**config.mk**
```make
export PLATFORM = sky130hd
export DESIGN_NAME = icache_refill
export DESIGN_NICKNAME = d
export VERILOG_FILES = /design/src/icache_pkg.sv /design/src/icache_refill.sv
export SDC_FILE = /design/constraint.sdc
export NUM_CORES = 1
export LEC_CHECK = 0
export ABC_AREA = 1
export BUFFER_PORTS_ARGS = -buffer_cell sky130_fd_sc_hd__buf_2
export CAP_MARGIN = 40
export CORE_AREA = 4 4 237 239
export DETAILED_ROUTE_END_ITERATION = 12
export DIE_AREA = 0 0 241 243
export SLEW_MARGIN = 25
export SYNTH_ARGS = -nofsm -noshare
export SYNTH_HDL_FRONTEND = slang
export SYNTH_SLANG_ARGS = --single-unit
export TNS_END_PERCENT = 1
```
**constraint.sdc**
```tcl
create_clock -name clk -period 6.4 [get_ports clk]
set_input_delay 1.6 -clock clk [delete_from_list [all_inputs] [get_ports clk]]
set_output_delay 1.6 -clock clk [all_outputs]
set_load 0.02 [all_outputs]
```
**src/icache_pkg.sv**
```systemverilog
package icache_pkg;

   // cache geometry
   localparam int ADDR_W     = 32;
   localparam int WORD_W     = 32;
   localparam int LINE_WORDS = 16;
   localparam int NUM_SETS   = 32;
   localparam int NUM_WAYS   = 2;

   // address field widths
   localparam int TAG_W      = 21;
   localparam int INDEX_W    = 5;
   localparam int WORD_SEL_W = 4;
   localparam int BYTE_OFF_W = 2;

   typedef logic [WORD_W-1:0] word_t;

   // word 0 in the low bits
   typedef logic [LINE_WORDS*WORD_W-1:0] line_t;

   typedef logic [TAG_W-1:0] tag_t;
   typedef logic [INDEX_W-1:0] index_t;

   // byte address as split by the cache
   typedef struct packed {
      tag_t                  tag;
      index_t                index;
      logic [WORD_SEL_W-1:0] word_sel;
      logic [BYTE_OFF_W-1:0] byte_off;
   } addr_t;

   // response to the cpu
   typedef struct packed {
      logic  valid;
      word_t rdata;
   } cpu_rsp_t;

   // refill read request towards memory
   typedef struct packed {
      logic  ce;
      addr_t addr;
   } mem_req_t;

   // one refill word, valid is a single-cycle strobe
   typedef struct packed {
      logic  valid;
      word_t rdata;
   } mem_rsp_t;

   typedef enum logic [1:0] {
      idle   = 2'b00,
      lookup = 2'b01,
      refill = 2'b10
   } state_t;

endpackage

```
**src/icache_refill.sv**
```systemverilog
`timescale 1ns/10ps

module icache_refill import icache_pkg::*; (
   input  logic     clk,
   input  logic     reset,
   input  state_t   state,
   input  addr_t    addr,
   input  mem_rsp_t mem_rsp,
   output mem_req_t mem_req,
   output line_t    fill_line,
   output logic     fill_done
);

   // one extra bit so the count can reach LINE_WORDS
   logic [WORD_SEL_W:0] word_cnt;
   addr_t               req_addr;
   line_t               line_q;
   logic                in_refill;
   logic                take_word;

   assign in_refill = (state == refill);
   assign fill_done = in_refill && (word_cnt == (WORD_SEL_W+1)'(LINE_WORDS));
   assign take_word = in_refill && !fill_done && mem_rsp.valid;

   // word counter
   always_ff @(posedge clk) begin
      if (reset) begin
         word_cnt <= '0;
      end else if (!in_refill) begin
         word_cnt <= '0;
      end else if (take_word) begin
         word_cnt <= word_cnt + 1'b1;
      end
   end

   // line base address outside refill and one word further per strobe
   always_ff @(posedge clk) begin
      if (!in_refill) begin
         req_addr          <= addr;
         req_addr.word_sel <= '0;
         req_addr.byte_off <= '0;
      end else if (take_word) begin
         req_addr <= req_addr + ADDR_W'(4);
      end
   end

   // new word enters at the top so word 0 ends up in the low bits
   always_ff @(posedge clk) begin
      if (take_word) begin
         line_q <= {mem_rsp.rdata, line_q[LINE_WORDS*WORD_W-1:WORD_W]};
      end
   end

   assign fill_line    = line_q;
   assign mem_req.ce   = in_refill && !fill_done;
   assign mem_req.addr = req_addr;

   a_word_cnt_range: assert property (
      @(posedge clk) disable iff (reset)
      word_cnt <= (WORD_SEL_W+1)'(LINE_WORDS)
   );

   // memory only answers an open request
   a_rsp_needs_req: assert property (
      @(posedge clk) disable iff (reset)
      mem_rsp.valid |-> mem_req.ce
   );

endmodule

```
==> qor.txt <==
Post-CTS Repair Setup Buffers: 0
Filler Cell Count: 4833
N_diodes: 0
Final-stage net count: 1604
Worst-case clock buffer depth: 3
Status: completed
Worst setup EP type: output pin
Synth Instances: 862
Share of cells above drive strength 1: 0.464
DR vias: 10100
Slew margin rel.: 0.545
Yosys top cell area share: 0.908
HPWL Detailed: 35400 um
Drt pass-1 iters: 5
Tmin final: 3.90 ns
WL/cell: 20.7 um
Register area: 0.0163 mm^2
Die footprint: 0.0586 mm^2
Hold WC Path Type: flop to flop
RSZ-0062 raised after global routing: no
Met3 Resource Use GR: 0.0428
Gr ovfl total: 0
Final cell count without fillers: 2272
Die width: 241 um
First-pass GRT wire length: 66800 um
Synthesized area per cell: 20.6 um^2
Synth async-reset ratio: 0
Worst slew pin tran: 0.679 ns
DP Area: 0.0218 mm^2
Netlist cell types: 28
Clk sink count: 547
Die Ht: 243 um
FF+latch count, synth: 547
Largest area contributor in the netlist: edfxtp_1
Detail Route Antenna Nets: 0
Final Wtd Congestion: 0.903
Io pins: 615
Crit path kind: input port to output pin
Met1 Track Usage GR: 0.187
Worst VDD drop: 0.209 mV
Setup crit start kind: input port
Vias in the first global route: 10200
Initial antenna violation count: 1
Worst Hold Slack: 0.438 ns
Mapped Area: 0.0178 mm^2
CTS HTree Levels: 2
Via density: 4.47
Clk pin slew, worst setup/hold paths: 0.06 ns
Port buffer count: 606
Largest net degree at the start of global routing: 117
P_leak: 9.05 nW
Total power draw: 7.65 mW
Setup ws final: 2.50 ns
Number of setup violations in the final report: 0
MaxCap Viol Count: 0
Yosys warning total: 0
Ys flop type: edfxtp_1
Routed WL: 47000 um
Fmax: 257 MHz
# hold bufs at CTS: 0
Largest cells by area after synthesis: edfxtp_1, nand2_1, dfxtp_1
Fin. max-slew vios: 0
Worst Hold Depth: 0
Gr busiest metal: met2
Clock Tree Root: clkbuf_16
Dominant cell by count in the synthesized netlist: edfxtp_1
Core Footprint: 0.0538 mm^2
Finished Cell Area: 0.0236 mm^2
Worst R2R Path Depth: 7
Top cells by count, synth: edfxtp_1, nand2_1, nor2_1
1st-iter DRT viols: 695
Setup TNS: 0 ns
Skew final: 0.0126 ns
Crit path arrival time: 2.30 ns
CTS tree: done
Pwr Density: 324 mW/mm^2
Total GRT Usage: 0.151
EDFF count, synth: 538
Pre-CTS setup slack: 2.14 ns
Final period utilization: 0.609
Final Hold Fails: 0
Worst skew pair latency: 0.59 ns
CP Max Fanout: 7
Data required, critical path: 4.80 ns
Starting Density: 0.330
Sequential-to-total area share from yosys stat: 0.919
Cell count after placement: 2170
GR Util met2: 0.251
TritonCTS Buffers: 55
DRC: 0
Placement row count: 85
Area growth syn-to-layout: 32.9%
Util after Layout: 0.439
Area of the multi-input gates: 0.00126 mm^2
Number of gates resized after cts: 0
area by class of cell:
cell class              count  share of cell area
clock buffers              62              0.0593
clock inverters            39              0.0174
inverters                  36             0.00603
multi-input cells         271              0.0533
flip-flops and latches    547               0.691
well taps                 696              0.0368
repair buffers            621               0.136
critical path: stages:
cell    delay (ns)
buf_2         0.12
nor2_4        0.20
inv_1         0.10
nor2_1        0.11
buf_2         0.17
power by group:
group,switching (mW),internal (mW)
combinational,0.257,0.0964
sequential,0.0659,4.03
clock,1.34,1.87
total,1.66,5.99
per-layer routing:
metal	vias to the layer above	part of all wire
li1	4578	-
met2	486	0.50
met5	-	0
met3	90	0.082
met4	0	0.033
met1	4991	0.39
sequential cells by signal, summed over array words and instances (netlist names):
register and flops:
fill_line 512, mem_req 30, word_cnt 5
logic make-up after synthesis:
family	count (synthesis)	synth area share
AOI/OAI and AO/OA	30	0.00872
DFF	547	0.919
buffers and inverters	45	0.0110
other	1	0.000211
xor gates and xnor gates	6	0.00295
and+or+nand+nor	230	0.0565
adders and majority gates	3	0.00211
cell usage in the layout (no fill, tap or decap), types with 12 or more instances in the layout:
master / synthesis / final
clkinv_2: 0 / 12
clkbuf_16: 0 / 55
edfxtp_1: 538 / 538
buf_2: 3 / 606
nand2_1: 131 / 130
nand3_1: 32 / 32
inv_1: 34 / 34
nor2_1: 39 / 39
worst paths after layout:
kind | from | to | slack (ns)
setup / recovery | state[0] | mem_req[32] | 2.50
hold / removal | fill_line[225] | fill_line[193] | 0.44
setup reg to reg | word_cnt[0] | fill_line[204] | 3.36
hold reg to reg | fill_line[225] | fill_line[193] | 0.44
Note: power is estimated with default switching activity, not from simulation.
