$ cat src/icache_pkg.sv
package icache_pkg;

   // cache geometry
   localparam int ADDR_W     = 32;
   localparam int WORD_W     = 32;
   localparam int LINE_WORDS = 16;
   localparam int NUM_SETS   = 32;
   localparam int NUM_WAYS   = 2;

   // address field widths
   localparam int TAG_W      = 21;
   localparam int INDEX_W    = 5;
   localparam int WORD_SEL_W = 4;
   localparam int BYTE_OFF_W = 2;

   typedef logic [WORD_W-1:0] word_t;

   // word 0 in the low bits
   typedef logic [LINE_WORDS*WORD_W-1:0] line_t;

   typedef logic [TAG_W-1:0] tag_t;
   typedef logic [INDEX_W-1:0] index_t;

   // byte address as split by the cache
   typedef struct packed {
      tag_t                  tag;
      index_t                index;
      logic [WORD_SEL_W-1:0] word_sel;
      logic [BYTE_OFF_W-1:0] byte_off;
   } addr_t;

   // response to the cpu
   typedef struct packed {
      logic  valid;
      word_t rdata;
   } cpu_rsp_t;

   // refill read request towards memory
   typedef struct packed {
      logic  ce;
      addr_t addr;
   } mem_req_t;

   // one refill word, valid is a single-cycle strobe
   typedef struct packed {
      logic  valid;
      word_t rdata;
   } mem_rsp_t;

   typedef enum logic [1:0] {
      idle   = 2'b00,
      lookup = 2'b01,
      refill = 2'b10
   } state_t;

endpackage

$ cat src/icache_ctrl.sv
`timescale 1ns/10ps

module icache_ctrl import icache_pkg::*; (
   input  logic   clk,
   input  logic   reset,
   input  logic   flush,
   input  logic   ce,
   input  logic   rdata_ready,
   input  logic   hit,
   input  logic   fill_done,
   output state_t state,
   output logic   rdata_valid,
   output logic   fill_we,
   output logic   lru_we
);

   state_t state_next;
   logic   hit_done;
   logic   miss_done;

   // request ends on these edges
   assign hit_done  = (state == lookup) && hit && rdata_ready;
   assign miss_done = (state == refill) && fill_done && rdata_ready;

   always_comb begin
      state_next = state;
      case (state)
         idle: begin
            if (ce) begin
               state_next = lookup;
            end
         end
         lookup: begin
            if (!hit) begin
               state_next = refill;
            end else if (rdata_ready) begin
               state_next = idle;
            end
         end
         refill: begin
            if (miss_done) begin
               state_next = idle;
            end
         end
         default: begin
            state_next = idle;
         end
      endcase
      // flush drops whatever is in progress
      if (flush) begin
         state_next = idle;
      end
   end

   always_ff @(posedge clk) begin
      if (reset) begin
         state <= idle;
      end else begin
         state <= state_next;
      end
   end

   assign rdata_valid = ((state == lookup) && hit) || ((state == refill) && fill_done);

   // array strobes, held back when the request is flushed
   assign fill_we = miss_done && !flush;
   assign lru_we  = (hit_done || miss_done) && !flush;

   a_no_valid_in_idle: assert property (
      @(posedge clk) disable iff (reset)
      (state == idle) |-> !rdata_valid
   );

   a_fill_in_refill: assert property (
      @(posedge clk) disable iff (reset)
      fill_we |-> (state == refill)
   );

endmodule

$ cat config.mk
export PLATFORM = sky130hd
export DESIGN_NAME = icache_ctrl
export DESIGN_NICKNAME = d
export VERILOG_FILES = /design/src/icache_pkg.sv /design/src/icache_ctrl.sv
export SDC_FILE = /design/constraint.sdc
export NUM_CORES = 1
export LEC_CHECK = 0
export BUFFER_PORTS_ARGS = -buffer_cell sky130_fd_sc_hd__buf_2
export CELL_PAD_IN_SITES_DETAIL_PLACEMENT = 0
export CELL_PAD_IN_SITES_GLOBAL_PLACEMENT = 1
export CORE_AREA = 5 5 42 44
export CTS_CLUSTER_SIZE = 16
export DETAILED_ROUTE_END_ITERATION = 10
export DIE_AREA = 0 0 47 49
export PLACE_DENSITY_LB_ADDON = 0.1
export SYNTH_ARGS = -nofsm -noshare
export SYNTH_HDL_FRONTEND = slang
export SYNTH_SLANG_ARGS = --single-unit
$ cat constraint.sdc
create_clock -name clk -period 2.8 [get_ports clk]
set_clock_uncertainty 0.1 [all_clocks]
set_input_delay 0.28 -clock clk [delete_from_list [all_inputs] [get_ports clk]]
set_output_delay 0.28 -clock clk [all_outputs]
set_load 0.05 [all_outputs]
==> impl_metrics.env, run 1 <==
export IMPL_syn_cell_area_sq_um=136
export IMPL_cts_max_level=1
export IMPL_drive_above_1_share=0.581
export IMPL_dr_pass1_iters=1
export IMPL_largestRegisters="state: 2 flops"
export IMPL_slew_violations=0
export IMPL_finalNetCount=40
export IMPL_fin_tns_setup_ps=0
export IMPL_core_area_sq_um=1400
export IMPL_synth_most_common_cell="nand2_1"
export IMPL_rrSetupSlack_ps=1800
export IMPL_first_iter_violations=0
export IMPL_max_slew_worst_pin_slew_ps=250
export IMPL_period_share=0.595
export IMPL_startpoint_type="flip-flop"
export IMPL_die_area_sq_um=2300
export IMPL_powerDensity_nw_per_um2=477
export IMPL_status="complete, no violations"
export IMPL_worstPathRequired_ps=2420
export IMPL_gr_total_overflow=0
export IMPL_min_path_type="in2reg"
export IMPL_r2r_cells=3
export IMPL_yosys_area_top_type="dfxtp_1"
export IMPL_crit_start="state[1]"
export IMPL_power_w=0.000112
export IMPL_cp_endpoint="lru_we"
export IMPL_cts_resized_gates=0
export IMPL_yosysWarnings=0
export IMPL_timing_fmax_mhz=601
export IMPL_synth_top_area_frac=0.294
export IMPL_port_buffers=11
export IMPL_synthDistinctLibCells=12
export IMPL_timing_rr_end="state[1]"
export IMPL_synth_flop_cell="dfxtp_1"
export IMPL_crit_path_end_kind="output pin"
export IMPL_clk_latency_ps=220
export IMPL_ys_async_sr_fraction=0
export IMPL_grt_max_degree=7
export IMPL_gp_congestion=0.592
export IMPL_ioPinCount=12
export IMPL_place_area_sq_um=211
export IMPL_crit_fanout=5
export IMPL_synth_common_cells="nand2_1 (4), dfxtp_1 (2), nor2_1 (2)"
export IMPL_relSlewSlack=0.834
export IMPL_die_h_um=49
export IMPL_syn_inst=17
export IMPL_fin_ws_ps=1140
export IMPL_ir_worst_vdd_mv=0.106
export IMPL_ctsHoldBuffers=0
export IMPL_final_area_sq_um=234
export IMPL_setup_violations=0
export IMPL_rsz0062_at_grt="no"
export IMPL_floorplan_rows=14
export IMPL_yosysSeqAreaShare=0.294
export IMPL_die_x_um=47
export IMPL_ys_ff_latch=2
export IMPL_finalHoldViolations=0
export IMPL_p_leak_nw=0.111
export IMPL_cts_root_buf="clkbuf_4"
export IMPL_arrival_ps=1280
export IMPL_ys_top_cells_by_area="dfxtp_1 (29%), nand2_1 (11%), nor4_2 (9.2%), nor3_2 (7.3%), a21oi_2 (6.4%)"
export IMPL_top_register="state"
export IMPL_clock_sinks=2
export IMPL_grt_pass1_wl_um=807
export IMPL_min_period_ps=1660
export IMPL_post_cts_buffers=0
export IMPL_syn_nets=24
export IMPL_via_per_inst=3.62
export IMPL_cts_tree="done"
export IMPL_vias=170
export IMPL_cap_violations=0
export IMPL_antenna_found_initial=0
export IMPL_critPathKind="reg2out"
export IMPL_areaGrowthSynthToFinish_pct=71.6
export IMPL_largest_reg_flops=2
export IMPL_synth_edf_count=0
export IMPL_drc_errors=0
export IMPL_grt_pass1_vias=198
export IMPL_clock_path_buffers=2
export IMPL_clkTransAtPathRegs_ps=30
export IMPL_antennaDiodeCount=0
export IMPL_avgSynthCellArea_sq_um=8.02
export IMPL_dpl_worst_slack_ps=1360
export IMPL_r2r_start="state[1]"
export IMPL_numCtsBuffers=3
export IMPL_wl_per_cell_um=9.53
export IMPL_final_antenna_net_count=0
export IMPL_initial_utilization=0.0973
export IMPL_track_usage=0.0520
export IMPL_wl_um=448
[metal layers]
| metal | part of all wire | track usage | vias to the layer above | routed length (um) |
|---|---|---|---|---|
| met5 | 0 | 0 | - | 0 |
| met4 | 0.018 | 0.0553 | 0 | 8 |
| met3 | 0.069 | 0.0221 | 2 | 31 |
| met2 | 0.53 | 0.0724 | 5 | 236 |
| met1 | 0.38 | 0.0524 | 76 | 171 |
| li1 | - | - | 87 | - |
[cells in the final DEF, fill, tap and decap left out]
| cell | instances |
|---|---|
| a22oi_1 | 1 |
| nand2b_1 | 1 |
| nand3b_1 | 1 |
| nor4_2 | 1 |
| nor2_1 | 2 |
| buf_2 | 11 |
| dfxtp_1 | 2 |
| nand2_1 | 4 |
| a21oi_2 | 1 |
| nor3_2 | 1 |
| clkbuf_4 | 3 |
| nor2b_2 | 1 |
| inv_1 | 1 |
| a2bb2oi_1 | 1 |
[worst min-delay path by stage]
stage	start	endpoint	slack, ps	cells after the start
after floorplan	flush	state[1]	250	1
after global routing	reset	state[0]	150	2
after CTS	reset	state[0]	140	2
after detailed placement	reset	state[1]	380	2
after global placement	reset	state[1]	380	2
final	reset	state[1]	150	2
[cell families after synthesis]
kind of cell / synth area share
simple gates: 0.495
compound gates: 0.184
flops: 0.294
buf+inv: 0.0275
[area by class of cell]
class	count	area, sq um
Tap cell	16	20.0
Clock buffer	3	22.5
Sequential cell	2	40.0
Timing Repair Buffer	11	55.1
Multi-Input combinational cell	14	92.6
Fill cell	177	1170
Inverter	1	3.75
[worst max-delay path, stage by stage, from the launching register on]
cell and delay, ps:
dfxtp_1 390, nor2b_2 190, nand2_1 100, a21oi_2 120, buf_2 270
[metrics by stage]
stage / util / cells / hold WS (ps)
after floorplan: - / 17 / 249
after global placement: 0.151 / 44 / 378
after detailed placement: 0.151 / 44 / 381
after CTS: 0.167 / 47 / 145
after global routing: 0.167 / 47 / 150
final: 0.167 / 47 / 153
[power breakdown]
part	internal (W)	switching [W]	total, W	leakage [nW]
clock network	0.0000472	0.0000152	0.0000624	0.0138
registers	0.0000296	0.00000125	0.0000308	0.0163
logic	0.00000690	0.0000116	0.0000185	0.0812
total	0.0000836	0.0000280	0.000112	0.111
Power figures use the tool's default switching activity.
==> run 2: changes to the inputs <==
--- a/config.mk
+++ b/config.mk
@@ -5,6 +5,7 @@
 export SDC_FILE = /design/constraint.sdc
 export NUM_CORES = 1
 export LEC_CHECK = 0
+export ABC_AREA = 1
 export BUFFER_PORTS_ARGS = -buffer_cell sky130_fd_sc_hd__buf_2
 export CELL_PAD_IN_SITES_DETAIL_PLACEMENT = 0
 export CELL_PAD_IN_SITES_GLOBAL_PLACEMENT = 1
==> constraint.sdc (replaced) <==
create_clock -name clk -period 1.7 [get_ports clk]
set_clock_uncertainty 0.1 [all_clocks]
set_input_delay 0.17 -clock clk [delete_from_list [all_inputs] [get_ports clk]]
set_output_delay 0.17 -clock clk [all_outputs]
set_load 0.05 [all_outputs]
==> impl_metrics.env, run 2 <==
export IMPL_wl_per_cell_um=8.92
export IMPL_cp_slowest_cell="dfxtp_1"
export IMPL_setup_violations=0
export IMPL_intPower_w=0.000137
export IMPL_synthDistinctLibCells=9
export IMPL_synth_top_area_frac=0.308
export IMPL_core_area_sq_um=1400
export IMPL_die_area_sq_um=2300
export IMPL_rrSetupSlack_ps=850
export IMPL_antennaDiodeCount=0
export IMPL_die_x_um=47
export IMPL_syn_nets=29
export IMPL_track_usage=0.0492
export IMPL_yosys_area_top_type="dfxtp_1"
export IMPL_ir_worst_vdd_mv=0.153
export IMPL_powerDensity_nw_per_um2=799
export IMPL_hold_end="state[0]"
export IMPL_initial_utilization=0.0929
export IMPL_port_buffers=11
export IMPL_yosysSeqAreaShare=0.308
export IMPL_synthMuxAreaShare=0
export IMPL_gr_total_overflow=0
export IMPL_crit_path_end_kind="output pin"
export IMPL_vias=196
export IMPL_clkTransAtPathRegs_ps=30
export IMPL_ioPinCount=12
export IMPL_worstPathRequired_ps=1430
export IMPL_timing_fmax_mhz=678
export IMPL_synth_compound_area_share=0.115
export IMPL_critPathKind="reg2out"
export IMPL_ys_ff_latch=2
export IMPL_status="complete, no violations"
export IMPL_antenna_found_initial=0
export IMPL_cts_tree="done"
export IMPL_finalHoldViolations=0
export IMPL_power_switching_w=0.0000496
export IMPL_layout_common_cells="buf_2 (11), nand3_1 (5), nand2_1 (4)"
export IMPL_final_core_util=0.167
export IMPL_synth_xor_area_frac=0
export IMPL_timing_rr_end="state[0]"
export IMPL_synthSimpleGateAreaFrac=0.462
export IMPL_power_frac_comb=0.161
export IMPL_rsz0062_at_grt="no"
export IMPL_ys_async_sr_fraction=0
export IMPL_top_register="state"
export IMPL_r2r_start="state[0]"
export IMPL_gp_congestion=0.664
export IMPL_path_delay_family="buffers and inverters"
export IMPL_slew_violations=0
export IMPL_numCtsBuffers=3
export IMPL_clock_path_buffers=2
export IMPL_dpl_worst_slack_ps=459
export IMPL_ys_top_cells_by_area="dfxtp_1 (31%), nand3_1 (19%), a21oi_1 (12%), nand2_1 (12%), inv_1 (8.7%)"
export IMPL_fin_ws_ps=225
export IMPL_clock_sinks=2
export IMPL_areaGrowthSynthToFinish_pct=79.8
export IMPL_min_path_type="in2reg"
export IMPL_cts_resized_gates=0
export IMPL_drc_errors=0
export IMPL_dpl_hpwl_um=397
export IMPL_p_leak_nw=0.122
export IMPL_hold_start="ce"
export IMPL_first_iter_violations=2
export IMPL_post_cts_buffers=0
export IMPL_startpoint_type="flip-flop"
export IMPL_crit_chain="inv_2 > nand3_1 > a21oi_2 > buf_2"
export IMPL_finalNetCount=45
export IMPL_ctsHoldBuffers=0
export IMPL_path_buf_inv=2
export IMPL_final_antenna_net_count=0
export IMPL_synth_edf_count=0
export IMPL_switching_share=0.265
export IMPL_largestRegisters="state: 2 flops"
export IMPL_yosys_area_share_adder=0
export IMPL_p_clk_frac=0.571
export IMPL_syn_inst=22
export IMPL_yosysWarnings=0
export IMPL_cts_root_buf="clkbuf_4"
export IMPL_floorplan_rows=14
export IMPL_grt_max_degree=6
export IMPL_min_path_cells=3
export IMPL_cts_max_level=1
export IMPL_synth_common_cells="nand3_1 (5), nand2_1 (4), a21oi_1 (3), inv_1 (3)"
export IMPL_period_share=0.868
export IMPL_largest_reg_flops=2
export IMPL_grt_pass1_wl_um=731
export IMPL_dr_pass1_iters=3
export IMPL_arrival_ps=1200
export IMPL_syn_cell_area_sq_um=130
export IMPL_synth_top_family_by_area="simple AND/OR/NAND/NOR gates"
export IMPL_via_per_inst=3.77
export IMPL_synth_flop_cell="dfxtp_1"
export IMPL_drive_above_1_share=0.500
export IMPL_crit_fanout=4
export IMPL_min_period_ps=1470
export IMPL_place_area_sq_um=211
export IMPL_critPathMaxStageDelay_ps=330
export IMPL_max_slew_worst_pin_slew_ps=252
export IMPL_grt_pass1_vias=216
export IMPL_cap_violations=0
export IMPL_final_area_sq_um=234
export IMPL_relSlewSlack=0.833
export IMPL_power_frac_seq=0.269
export IMPL_clk_latency_ps=230
export IMPL_synth_most_common_cell="nand3_1"
export IMPL_wl_um=464
export IMPL_avgSynthCellArea_sq_um=5.91
export IMPL_die_h_um=49
export IMPL_final_common_cell="buf_2"
export IMPL_r2r_cells=4
## run 2: how the worst max path moves through the flow
| stage | start | to | slack, ps | cells after the start |
|---|---|---|---|---|
| 2_1_floorplan | state[1] | lru_we | -30 | 2 |
| 3_3_place_gp | state[1] | lru_we | 460 | 4 |
| 3_5_place_dp | state[0] | lru_we | 460 | 4 |
| 4_1_cts | state[0] | lru_we | 210 | 4 |
| 5_1_grt | state[0] | lru_we | 180 | 4 |
| 6_report | state[0] | lru_we | 230 | 4 |
## run 2: area by class of cell
type | instances | area (sq um)
flip-flops and latches | 2 | 40.0
repair buffers | 11 | 55.1
multi-input cells | 16 | 81.3
fillers | 188 | 1170
clock buffers | 3 | 22.5
well taps | 16 | 20.0
inverters | 4 | 15.0
## run 2: power by group through the flow
stage	Combinational, W	Sequential (W)	Clock (W)
finish	0.0000300	0.0000502	0.000107
global route	0.0000328	0.0000504	0.000114
floorplan	0.0000138	0.0000554	0
detailed placement	0.0000307	0.0000508	0
CTS	0.0000308	0.0000502	0.000114
global placement	0.0000310	0.0000509	0
## run 2: metrics by stage
step	hold WS [ps]	setup TNS, ps	std cells	total power (W)
finish	115	0	52	0.000187
global route	131	0	52	0.000197
CTS	113	0	52	0.000195
detailed placement	357	0	49	0.0000815
global placement	354	0	49	0.0000819
floorplan	235	-28.0	22	0.0000691
## run 2: cell families after synthesis
kind of cell	Yosys count
compound gates	3
simple gates	13
flops	2
buf+inv	4
## run 2: per-layer routing
layer / share of wire / global-route usage / up-vias
li1: - / - / 98
met1: 0.27 / 0.0240 / 88
met2: 0.56 / 0.0814 / 8
met3: 0.14 / 0.0295 / 2
met4: 0.034 / 0.0691 / 0
met5: 0 / 0 / -
## run 2: tightest hold or removal path, stage by stage
cell,delay (ps)
buf_2,100
nand3_1,70
a21oi_1,60
